**src/source/decode_macros.svh**
```systemverilog
`ifndef DECODE_MACROS_SVH
`define DECODE_MACROS_SVH

// Widths, bit 0 is the MSB as in the POWER books
`define DEC_INST_WIDTH   32
`define DEC_ADDR_WIDTH   64
`define DEC_PID_WIDTH    20
`define DEC_TID_WIDTH    16
`define DEC_MAJID_WIDTH  64
`define DEC_PRIM_WIDTH   6
`define DEC_XO_WIDTH     5
`define DEC_REG_WIDTH    5
`define DEC_OPCODE_WIDTH 12
`define DEC_BODY_WIDTH   21

// Field positions inside the instruction word
`define DEC_PRIM_POS     0
`define DEC_RA_POS       11
`define DEC_XO_POS       26
`define DEC_BODY_START   6
`define DEC_BODY_END     25
`define DEC_RC_FLAG_POS  31

`endif

```
**src/source/decodePkg.sv**
```systemverilog
`include "decode_macros.svh"

package decodePkg;

    // Field and identifier vectors, numbered from the MSB
    typedef logic [0:`DEC_INST_WIDTH-1]   instWord_t;
    typedef logic [0:`DEC_ADDR_WIDTH-1]   address_t;
    typedef logic [0:`DEC_PID_WIDTH-1]    pid_t;
    typedef logic [0:`DEC_TID_WIDTH-1]    tid_t;
    typedef logic [0:`DEC_MAJID_WIDTH-1]  majId_t;
    typedef logic [0:`DEC_PRIM_WIDTH-1]   primOpcode_t;
    typedef logic [0:`DEC_XO_WIDTH-1]     xo_t;
    typedef logic [0:`DEC_REG_WIDTH-1]    regField_t;
    typedef logic [0:`DEC_OPCODE_WIDTH-1] intOpcode_t;
    typedef logic [0:`DEC_BODY_WIDTH-1]   body_t;

    // Functional unit class sent to the backend
    typedef enum logic [2:0] {
        FX = 3'd0,  // Integer
        FP = 3'd1,  // Floating point
        VX = 3'd2,  // Vector
        CR = 3'd3,  // Condition register
        LS = 3'd4   // Load/store
    } funcUnit_t;

    // Bit 0 flags a write, bit 1 a read
    typedef enum logic [1:0] {
        NONE  = 2'b00,
        WRITE = 2'b01,
        READ  = 2'b10
    } regAccess_t;

    // Which of RT, RA, RB, RC an instruction touches
    typedef enum logic [2:0] {
        PAT_TAB  = 3'd0,  // T written, A and B read
        PAT_TAC  = 3'd1,  // T written, A and C read
        PAT_TB   = 3'd2,  // T written, B read
        PAT_TABC = 3'd3,  // T written, A B C read
        PAT_ISEL = 3'd4   // As PAT_TAB, RA of zero means no register
    } operandPattern_t;

endpackage

```
**src/source/aFormClassifier.sv**
```systemverilog
`timescale 1ns/1ps

module aFormClassifier (
    input  decodePkg::primOpcode_t     primOpcode_i,
    input  decodePkg::xo_t             xo_i,
    output decodePkg::intOpcode_t      intOpcode_o,
    output decodePkg::funcUnit_t       funcUnit_o,
    output decodePkg::operandPattern_t pattern_o,
    output logic                       legal_o
);
    import decodePkg::*;

    localparam primOpcode_t PRIM_INT        = 6'd31;
    localparam primOpcode_t PRIM_FP_DOUBLE  = 6'd63;
    localparam primOpcode_t PRIM_FP_SINGLE  = 6'd59;
    localparam xo_t         XO_ISEL         = 5'd15;
    localparam xo_t         XO_FSEL         = 5'd23;  // Double precision only
    localparam intOpcode_t  OPC_ISEL        = 12'd1;
    localparam intOpcode_t  OPC_DOUBLE_BASE = 12'd2;
    localparam intOpcode_t  OPC_SINGLE_BASE = 12'd14;

    intOpcode_t      fpOffset;   // Position of the XO within a floating family
    operandPattern_t fpPattern;
    logic            fpKnown;

    // Both floating families share the XO ordering and operand shapes
    always_comb begin
        fpKnown  = 1'b1;
        fpOffset = '0;
        case (xo_i)
            5'd21:   fpOffset = 12'd0;   // Add
            5'd20:   fpOffset = 12'd1;   // Subtract
            5'd25:   fpOffset = 12'd2;   // Multiply
            5'd18:   fpOffset = 12'd3;   // Divide
            5'd22:   fpOffset = 12'd4;   // Square root
            5'd24:   fpOffset = 12'd5;   // Reciprocal estimate
            5'd26:   fpOffset = 12'd6;   // Reciprocal sqrt estimate
            5'd29:   fpOffset = 12'd7;   // Multiply-add
            5'd28:   fpOffset = 12'd8;   // Multiply-subtract
            5'd31:   fpOffset = 12'd9;   // Negative multiply-add
            5'd30:   fpOffset = 12'd10;  // Negative multiply-subtract
            5'd23:   fpOffset = 12'd11;  // Select
            default: fpKnown  = 1'b0;
        endcase
    end

    always_comb begin
        case (xo_i)
            5'd25:                      fpPattern = PAT_TAC;   // Multiply uses FRC
            5'd22, 5'd24, 5'd26:        fpPattern = PAT_TB;    // Single source in FRB
            5'd29, 5'd28, 5'd31, 5'd30,
            5'd23:                      fpPattern = PAT_TABC;
            default:                    fpPattern = PAT_TAB;
        endcase
    end

    always_comb begin
        intOpcode_o = '0;
        funcUnit_o  = FX;
        pattern_o   = PAT_TAB;
        legal_o     = 1'b0;
        case (primOpcode_i)
            PRIM_INT: begin
                if (xo_i == XO_ISEL) begin
                    intOpcode_o = OPC_ISEL;
                    funcUnit_o  = CR;
                    pattern_o   = PAT_ISEL;
                    legal_o     = 1'b1;
                end
            end
            PRIM_FP_DOUBLE: begin
                if (fpKnown) begin
                    intOpcode_o = OPC_DOUBLE_BASE + fpOffset;
                    funcUnit_o  = FP;
                    pattern_o   = fpPattern;
                    legal_o     = 1'b1;
                end
            end
            PRIM_FP_SINGLE: begin
                if (fpKnown && (xo_i != XO_FSEL)) begin
                    intOpcode_o = OPC_SINGLE_BASE + fpOffset;
                    funcUnit_o  = FP;
                    pattern_o   = fpPattern;
                    legal_o     = 1'b1;
                end
            end
            default: begin
                legal_o = 1'b0;  // Not an A-form family we handle
            end
        endcase
    end

endmodule

```
**src/source/operandAccessDecoder.sv**
```systemverilog
`timescale 1ns/1ps

module operandAccessDecoder (
    input  decodePkg::operandPattern_t pattern_i,
    input  decodePkg::regField_t       ra_i,
    output logic                       rtIsReg_o,
    output logic                       raIsReg_o,
    output logic                       rbIsReg_o,
    output logic                       rcIsReg_o,
    output decodePkg::regAccess_t      rtAccess_o,
    output decodePkg::regAccess_t      raAccess_o,
    output decodePkg::regAccess_t      rbAccess_o,
    output decodePkg::regAccess_t      rcAccess_o
);
    import decodePkg::*;

    logic useT;
    logic useA;
    logic useB;
    logic useC;

    always_comb begin
        useT = 1'b1;  // Every A-form instruction has a target
        useA = 1'b0;
        useB = 1'b0;
        useC = 1'b0;
        case (pattern_i)
            PAT_TAB: begin
                useA = 1'b1;
                useB = 1'b1;
            end
            PAT_TAC: begin
                useA = 1'b1;
                useC = 1'b1;
            end
            PAT_TB:  useB = 1'b1;
            PAT_TABC: begin
                useA = 1'b1;
                useB = 1'b1;
                useC = 1'b1;
            end
            PAT_ISEL: begin
                useA = (ra_i != '0);  // RA of zero reads as constant zero
                useB = 1'b1;
            end
            default: useT = 1'b0;
        endcase
    end

    assign rtIsReg_o  = useT;
    assign raIsReg_o  = useA;
    assign rbIsReg_o  = useB;
    assign rcIsReg_o  = useC;
    assign rtAccess_o = useT ? WRITE : NONE;
    assign raAccess_o = useA ? READ : NONE;
    assign rbAccess_o = useB ? READ : NONE;
    assign rcAccess_o = useC ? READ : NONE;

endmodule

```
**src/source/decodeOutputRegister.sv**
```systemverilog
`timescale 1ns/1ps

module decodeOutputRegister (
    input  logic                   clock_i,
    input  logic                   rst_i,
    input  logic                   load_i,
    input  decodePkg::intOpcode_t  intOpcode_i,
    input  decodePkg::funcUnit_t   funcUnit_i,
    input  decodePkg::primOpcode_t primOpcode_i,
    input  decodePkg::xo_t         xo_i,
    input  decodePkg::body_t       body_i,
    input  decodePkg::address_t    address_i,
    input  decodePkg::pid_t        pid_i,
    input  decodePkg::tid_t        tid_i,
    input  decodePkg::majId_t      majId_i,
    input  logic                   rtIsReg_i,
    input  logic                   raIsReg_i,
    input  logic                   rbIsReg_i,
    input  logic                   rcIsReg_i,
    input  decodePkg::regAccess_t  rtAccess_i,
    input  decodePkg::regAccess_t  raAccess_i,
    input  decodePkg::regAccess_t  rbAccess_i,
    input  decodePkg::regAccess_t  rcAccess_i,
    output logic                   valid_o,
    output decodePkg::intOpcode_t  intOpcode_o,
    output decodePkg::funcUnit_t   funcUnit_o,
    output decodePkg::primOpcode_t primOpcode_o,
    output decodePkg::xo_t         xo_o,
    output decodePkg::body_t       body_o,
    output decodePkg::address_t    address_o,
    output decodePkg::pid_t        pid_o,
    output decodePkg::tid_t        tid_o,
    output decodePkg::majId_t      majId_o,
    output logic                   rtIsReg_o,
    output logic                   raIsReg_o,
    output logic                   rbIsReg_o,
    output logic                   rcIsReg_o,
    output decodePkg::regAccess_t  rtAccess_o,
    output decodePkg::regAccess_t  raAccess_o,
    output decodePkg::regAccess_t  rbAccess_o,
    output decodePkg::regAccess_t  rcAccess_o
);
    import decodePkg::*;

    always_ff @(posedge clock_i) begin
        if (rst_i) begin
            valid_o      <= 1'b0;
            intOpcode_o  <= '0;
            funcUnit_o   <= FX;
            primOpcode_o <= '0;
            xo_o         <= '0;
            body_o       <= '0;
            address_o    <= '0;
            pid_o        <= '0;
            tid_o        <= '0;
            majId_o      <= '0;
            rtIsReg_o    <= 1'b0;
            raIsReg_o    <= 1'b0;
            rbIsReg_o    <= 1'b0;
            rcIsReg_o    <= 1'b0;
            rtAccess_o   <= NONE;
            raAccess_o   <= NONE;
            rbAccess_o   <= NONE;
            rcAccess_o   <= NONE;
        end else begin
            valid_o <= load_i;  // One-cycle strobe per legal input
            if (load_i) begin
                intOpcode_o  <= intOpcode_i;
                funcUnit_o   <= funcUnit_i;
                primOpcode_o <= primOpcode_i;
                xo_o         <= xo_i;
                body_o       <= body_i;
                address_o    <= address_i;
                pid_o        <= pid_i;
                tid_o        <= tid_i;
                majId_o      <= majId_i;
                rtIsReg_o    <= rtIsReg_i;
                raIsReg_o    <= raIsReg_i;
                rbIsReg_o    <= rbIsReg_i;
                rcIsReg_o    <= rcIsReg_i;
                rtAccess_o   <= rtAccess_i;
                raAccess_o   <= raAccess_i;
                rbAccess_o   <= rbAccess_i;
                rcAccess_o   <= rcAccess_i;
            end
        end
    end

endmodule

```
**src/source/aFormDecoder.sv**
```systemverilog
`timescale 1ns/1ps
`include "decode_macros.svh"

module aFormDecoder (
    input  logic                   clock_i,
    input  logic                   rst_i,
    input  logic                   inValid_i,
    input  decodePkg::instWord_t   instruction_i,
    input  decodePkg::address_t    address_i,
    input  decodePkg::pid_t        pid_i,
    input  decodePkg::tid_t        tid_i,
    input  decodePkg::majId_t      majId_i,
    output logic                   valid_o,
    output decodePkg::intOpcode_t  intOpcode_o,
    output decodePkg::funcUnit_t   funcUnit_o,
    output decodePkg::primOpcode_t primOpcode_o,
    output decodePkg::xo_t         xo_o,
    output decodePkg::body_t       body_o,
    output decodePkg::address_t    address_o,
    output decodePkg::pid_t        pid_o,
    output decodePkg::tid_t        tid_o,
    output decodePkg::majId_t      majId_o,
    output logic                   rtIsReg_o,
    output logic                   raIsReg_o,
    output logic                   rbIsReg_o,
    output logic                   rcIsReg_o,
    output decodePkg::regAccess_t  rtAccess_o,
    output decodePkg::regAccess_t  raAccess_o,
    output decodePkg::regAccess_t  rbAccess_o,
    output decodePkg::regAccess_t  rcAccess_o
);
    import decodePkg::*;

    primOpcode_t     primOpcode;
    xo_t             xo;
    regField_t       raField;
    body_t           body;
    intOpcode_t      intOpcode;
    funcUnit_t       funcUnit;
    operandPattern_t pattern;
    logic            legal;
    logic            load;
    logic            rtIsReg;
    logic            raIsReg;
    logic            rbIsReg;
    logic            rcIsReg;
    regAccess_t      rtAccess;
    regAccess_t      raAccess;
    regAccess_t      rbAccess;
    regAccess_t      rcAccess;

    // Field slicing, POWER bit order
    assign primOpcode = instruction_i[`DEC_PRIM_POS +: `DEC_PRIM_WIDTH];
    assign xo         = instruction_i[`DEC_XO_POS +: `DEC_XO_WIDTH];
    assign raField    = instruction_i[`DEC_RA_POS +: `DEC_REG_WIDTH];
    assign body       = {instruction_i[`DEC_BODY_START:`DEC_BODY_END],
                         instruction_i[`DEC_RC_FLAG_POS]};  // Operands then Rc flag

    assign load = inValid_i & legal;  // Illegal words are dropped here

    aFormClassifier classifier (
        .primOpcode_i (primOpcode),
        .xo_i         (xo),
        .intOpcode_o  (intOpcode),
        .funcUnit_o   (funcUnit),
        .pattern_o    (pattern),
        .legal_o      (legal)
    );

    operandAccessDecoder operandDecoder (
        .pattern_i  (pattern),
        .ra_i       (raField),
        .rtIsReg_o  (rtIsReg),
        .raIsReg_o  (raIsReg),
        .rbIsReg_o  (rbIsReg),
        .rcIsReg_o  (rcIsReg),
        .rtAccess_o (rtAccess),
        .raAccess_o (raAccess),
        .rbAccess_o (rbAccess),
        .rcAccess_o (rcAccess)
    );

    decodeOutputRegister outputStage (
        .clock_i      (clock_i),
        .rst_i        (rst_i),
        .load_i       (load),
        .intOpcode_i  (intOpcode),
        .funcUnit_i   (funcUnit),
        .primOpcode_i (primOpcode),
        .xo_i         (xo),
        .body_i       (body),
        .address_i    (address_i),
        .pid_i        (pid_i),
        .tid_i        (tid_i),
        .majId_i      (majId_i),
        .rtIsReg_i    (rtIsReg),
        .raIsReg_i    (raIsReg),
        .rbIsReg_i    (rbIsReg),
        .rcIsReg_i    (rcIsReg),
        .rtAccess_i   (rtAccess),
        .raAccess_i   (raAccess),
        .rbAccess_i   (rbAccess),
        .rcAccess_i   (rcAccess),
        .valid_o      (valid_o),
        .intOpcode_o  (intOpcode_o),
        .funcUnit_o   (funcUnit_o),
        .primOpcode_o (primOpcode_o),
        .xo_o         (xo_o),
        .body_o       (body_o),
        .address_o    (address_o),
        .pid_o        (pid_o),
        .tid_o        (tid_o),
        .majId_o      (majId_o),
        .rtIsReg_o    (rtIsReg_o),
        .raIsReg_o    (raIsReg_o),
        .rbIsReg_o    (rbIsReg_o),
        .rcIsReg_o    (rcIsReg_o),
        .rtAccess_o   (rtAccess_o),
        .raAccess_o   (raAccess_o),
        .rbAccess_o   (rbAccess_o),
        .rcAccess_o   (rcAccess_o)
    );

endmodule

```
**config.mk**
```make
export PLATFORM = sky130hd
export DESIGN_NAME = aFormDecoder
export DESIGN_NICKNAME = d
export VERILOG_FILES = /design/src/source/decodePkg.sv /design/src/source/aFormClassifier.sv /design/src/source/operandAccessDecoder.sv /design/src/source/decodeOutputRegister.sv /design/src/source/aFormDecoder.sv
export VERILOG_INCLUDE_DIRS = /design/src /design/src/source
export SDC_FILE = /design/constraint.sdc
export NUM_CORES = 1
export LEC_CHECK = 0
export BUFFER_PORTS_ARGS = -buffer_cell sky130_fd_sc_hd__buf_2
export CAP_MARGIN = 5
export CORE_AREA = 2 2 166 168
export CTS_BUF_LIST = sky130_fd_sc_hd__clkbuf_4 sky130_fd_sc_hd__clkbuf_8
export DETAILED_ROUTE_END_ITERATION = 16
export DIE_AREA = 0 0 168 170
export HOLD_SLACK_MARGIN = 0.08
export PLACE_DENSITY = 0.56
export SYNTH_ARGS = -nofsm -noshare
export SYNTH_HDL_FRONTEND = slang
export SYNTH_SLANG_ARGS = --single-unit
```
**constraint.sdc**
```tcl
create_clock -name clock_i -period 2.21 [get_ports clock_i]
set_input_delay 0.221 -clock clock_i [delete_from_list [all_inputs] [get_ports clock_i]]
set_output_delay 0.221 -clock clock_i [all_outputs]
set_load 0.02 [all_outputs]
```
==> tab_implementation.tex <==
\begin{tabular}{lr}
\hline
Metric & Value \\
\hline
\multicolumn{2}{l}{\textbf{Placed design}} \\
Final HPWL DP & 17700 um \\
Final Wtd Congestion & 0.783 \\
Number of port buffers & 410 \\
Post-place setup slack & 0.112 ns \\
\multicolumn{2}{l}{\textbf{Critical path}} \\
Crit Path Category & input port to register \\
CP Data Arrival Time & 2.54 ns \\
Setup slack of the worst register-to-register path & 1.40 ns \\
Crit path launch type & input port \\
Worst path most repeated cell & buf\_12 \\
Data required time at the worst endpoint & 2.64 ns \\
Worst path cell trace & dlygate4sd3\_1, buf\_2, nor2b\_1, o311a\_4, o211ai\_4, buf\_12, buf\_12, nand2\_1, a21oi\_1 \\
Stage delay of the slowest cell on the critical path & 0.54 ns \\
Maximum fanout encountered on the critical timing path & 29 \\
Highest-delay cell along the critical path & dlygate4sd3\_1 \\
Endpoint of the worst-slack reg-to-reg timing path & outputStage.raIsReg\_o\$\_SDFFE\_PP0P\_ \\
CP Capture Type & register \\
Launching point of the worst reg2reg path & outputStage.raIsReg\_o\$\_SDFFE\_PP0P\_ \\
Timing startpoint of the critical path & instruction\_i[2] \\
End point of the critical path & outputStage.pid\_o[15]\$\_SDFFE\_PP0P\_ \\
Cells on worst reg2reg path & 2 \\
\multicolumn{2}{l}{\textbf{Clock tree}} \\
CTS tree & done \\
Worst-skew pair later-pin latency & 0.52 ns \\
Number of buffers added by the clock tree synthesis step & 38 \\
Number of H-tree levels & 2 \\
Cell at the root of the clock tree & clkbuf\_8 \\
Clock slew at reported path FFs & 0.05 ns \\
Num Clock Sinks & 208 \\
Number of buffers on the longest clock path & 3 \\
\multicolumn{2}{l}{\textbf{Pwr}} \\
Standby leakage power & 0.00571 uW \\
Maximum VDD drop & 0.512 mV \\
Power density relative to cell area & 654 nW/um\^{}2 \\
\multicolumn{2}{l}{\textbf{Logic synthesis}} \\
Average cell area after synthesis & 7.89 um\^{}2 \\
Post-Syn Area & 7580 um\^{}2 \\
Register bit count reported by yosys & 208 \\
Proportion of register bits with asynchronous set or reset after synthesis & 0\% \\
Synth Warn \# & 0 \\
EDFF count, synth & 0 \\
Dominant register cell in the synthesized netlist & dfxtp\_1 \\
Cell count after synthesis & 961 \\
Synth unique cells & 39 \\
Sequential cell area fraction in the yosys report & 54.9\% \\
\multicolumn{2}{l}{\textbf{Status}} \\
Result of the run & finished clean \\
\multicolumn{2}{l}{\textbf{Die}} \\
I/O pin total & 423 \\
Core Box Area & 26700 um\^{}2 \\
Initial cell density of the core & 28.4\% \\
Placement row count & 60 \\
Chip width & 168 um \\
Vertical die dimension & 170 um \\
Die Area & 28600 um\^{}2 \\
\multicolumn{2}{l}{\textbf{Layout}} \\
Area occupied by multi-input gates & 3020 um\^{}2 \\
Synth-to-Final Area Change & 69.1\% \\
Layout filler cell count & 2544 \\
Register area & 4160 um\^{}2 \\
Fraction of layout cells with a size suffix above 1 & 32.4\% \\
Post-layout net count & 1753 \\
\multicolumn{2}{l}{\textbf{Detailed routing}} \\
Number of detailed-routing iterations run before antenna repair & 4 \\
Routed Wire Length & 27400 um \\
Routed WL per cell & 14.3 um \\
Detail-routed via count per cell & 4.47 \\
Number of nets still failing antenna checks after routing & 0 \\
Drc violations & 0 \\
Total via count in the routed design & 8592 \\
Drt initial violations & 396 \\
\multicolumn{2}{l}{\textbf{STA}} \\
Highest achievable clock rate & 475 MHz \\
Final setup violation count & 0 \\
Aggregate negative setup slack & 0 ns \\
Final hold violation count & 0 \\
RSZ-0062 raised after global routing & no \\
Min setup slack post-route & 0.105 ns \\
Final worst clock skew & 0 ns \\
Final count of pins violating max slew & 0 \\
Final hold slack & 0.109 ns \\
Shortest period the worst path allows & 2.11 ns \\
Period Utilization, post-route & 95.3\% \\
\multicolumn{2}{l}{\textbf{Global route}} \\
Overall overflow remaining after global route & 0 \\
Largest net degree at the start of global routing & 73 \\
GRT Resource Usage Total & 17.8\% \\
Vias in the first global route & 8360 \\
First-pass GRT wire length & 41800 um \\
Initial antenna violation count & 1 \\
\multicolumn{2}{l}{\textbf{Min path}} \\
Path class of the lowest-slack min-delay path & input port to register \\
HP Start & rst\_i \\
\multicolumn{2}{l}{\textbf{Flow run}} \\
Maximum Capacitance Violations & 0 \\
\hline
\end{tabular}
==> routing by layer <==
layer | vias up | GRT usage, % | share of wire, % | routed length [um]
met5 | - | 0 | 0 | 0
met4 | 0 | 6.92 | 2.9 | 794
met3 | 60 | 6.02 | 9.0 | 2470
met2 | 360 | 30.4 | 48 | 13000
met1 | 3910 | 20.7 | 41 | 11100
li1 | 4262 | - | - | -
==> state kept, by name, indices dropped and copies added (netlist names), 2 cells and up <==
| name | count |
|---|---|
| outputStage.body_o | 21 |
| outputStage.address_o | 64 |
| outputStage.primOpcode_o | 6 |
| outputStage.majId_o | 64 |
| outputStage.intOpcode_o | 5 |
| outputStage.funcUnit_o | 2 |
| outputStage.pid_o | 20 |
| outputStage.tid_o | 16 |
| outputStage.xo_o | 5 |
==> report_power, final <==
part	switching (uW)	internal (uW)	leakage (uW)
clock network	1590	2340	0.000443
registers	6.51	3760	0.00168
logic	282	405	0.00359
total	1880	6510	0.00571
==> worst min-delay path by stage <==
| stage | end | slack (ns) | cells after the start |
|---|---|---|---|
| 4_1_cts | outputStage.rcAccess_o[1]$_SDFFE_PP0P_ | 0.08 | 2 |
| 2_1_floorplan | outputStage.address_o[45]$_SDFFE_PP0P_ | 0.36 | 2 |
| 5_1_grt | outputStage.rcAccess_o[1]$_SDFFE_PP0P_ | 0.09 | 2 |
| 6_report | outputStage.rcAccess_o[1]$_SDFFE_PP0P_ | 0.11 | 2 |
| 3_5_place_dp | outputStage.address_o[45]$_SDFFE_PP0P_ | 0.44 | 2 |
| 3_3_place_gp | outputStage.majId_o[5]$_SDFFE_PP0P_ | 0.44 | 2 |
==> logic make-up (layout without fill, tap and decap cells) <==
family	count (synthesis)	count (layout)	synth area share [%]
adder cells (fa/ha/maj)	2	2	0.330
XOR/XNOR	3	3	0.347
AND/OR/NAND/NOR	434	434	22.6
AO/OA/AOI/OAI	221	221	15.5
buffers and inverters	91	699	6.11
multiplexers	1	1	0.132
other	1	13	0.0495
flip-flops	208	208	54.9
==> final cells by class <==
class,count,area share [%]
antenna,1,0.0195
clock buffer,63,6.08
clock inverter,5,0.410
inverter,3,0.0879
multi-input combinational,673,23.5
sequential,208,32.5
tap,341,3.33
timing repair buffer,628,34.0
==> layout by cell type, fill, tap and decap left out, types with 4 or more instances in the layout <==
cell type and instances:
nor2_1 20, buf_2 409, buf_4 13, buf_12 14
dlygate4sd3_1 190, a21oi_1 200, conb_1 12, nand2_1 388
clkbuf_4 14, nand3_1 4, dfxtp_1 208, nor2b_1 5
clkbuf_8 49
==> worst max-delay path, delay by kind of cell <==
kind | cells | cell delay, ns
buf+inv | 4 | 1.15
compound gates | 3 | 0.87
simple gates | 2 | 0.27
==> through the flow <==
step | area (um^2) | instances | power [uW] | util (%)
after global routing | 12800 | 1921 | 8720 | 48.1
after CTS | 12800 | 1919 | 8490 | 47.9
after global placement | 10000 | 1661 | 4260 | 37.6
after detailed placement | 10000 | 1661 | 4260 | 37.6
final | 12800 | 1922 | 8380 | 48.1
after floorplan | 7620 | 972 | 4030 | -
==> Yosys cell counts (all sizes together), types with 2 or more instances <==
| cell | count | area [um^2] |
|---|---|---|
| buf | 55 | 328 |
| a311oi | 2 | 17.5 |
| clkbuf | 33 | 124 |
| nand2b | 3 | 18.8 |
| nand3 | 4 | 20.0 |
| ha | 2 | 25.0 |
| a21oi | 200 | 1000 |
| and2 | 3 | 18.8 |
| a21o | 2 | 15.0 |
| nor3 | 2 | 10.0 |
| o21ai | 3 | 15.0 |
| xor2 | 3 | 26.3 |
| inv | 3 | 11.3 |
| nor2 | 20 | 75.1 |
| dfxtp | 208 | 4160 |
| nor2b | 5 | 31.3 |
| a22o | 2 | 17.5 |
| nand2 | 388 | 1460 |
| a22oi | 2 | 15.0 |
| or3 | 2 | 12.5 |
| o21a | 2 | 15.0 |
==> repair_timing <==
item / CTS / global route
setup endpoints to repair: 0 / 17
resized for setup: 0 / 3
endpoints found under the hold margin: 190 / 0
setup buffers: 0 / 1
hold buffers: 190 / 0
No activity file was read; power rests on OpenSTA's default activity.
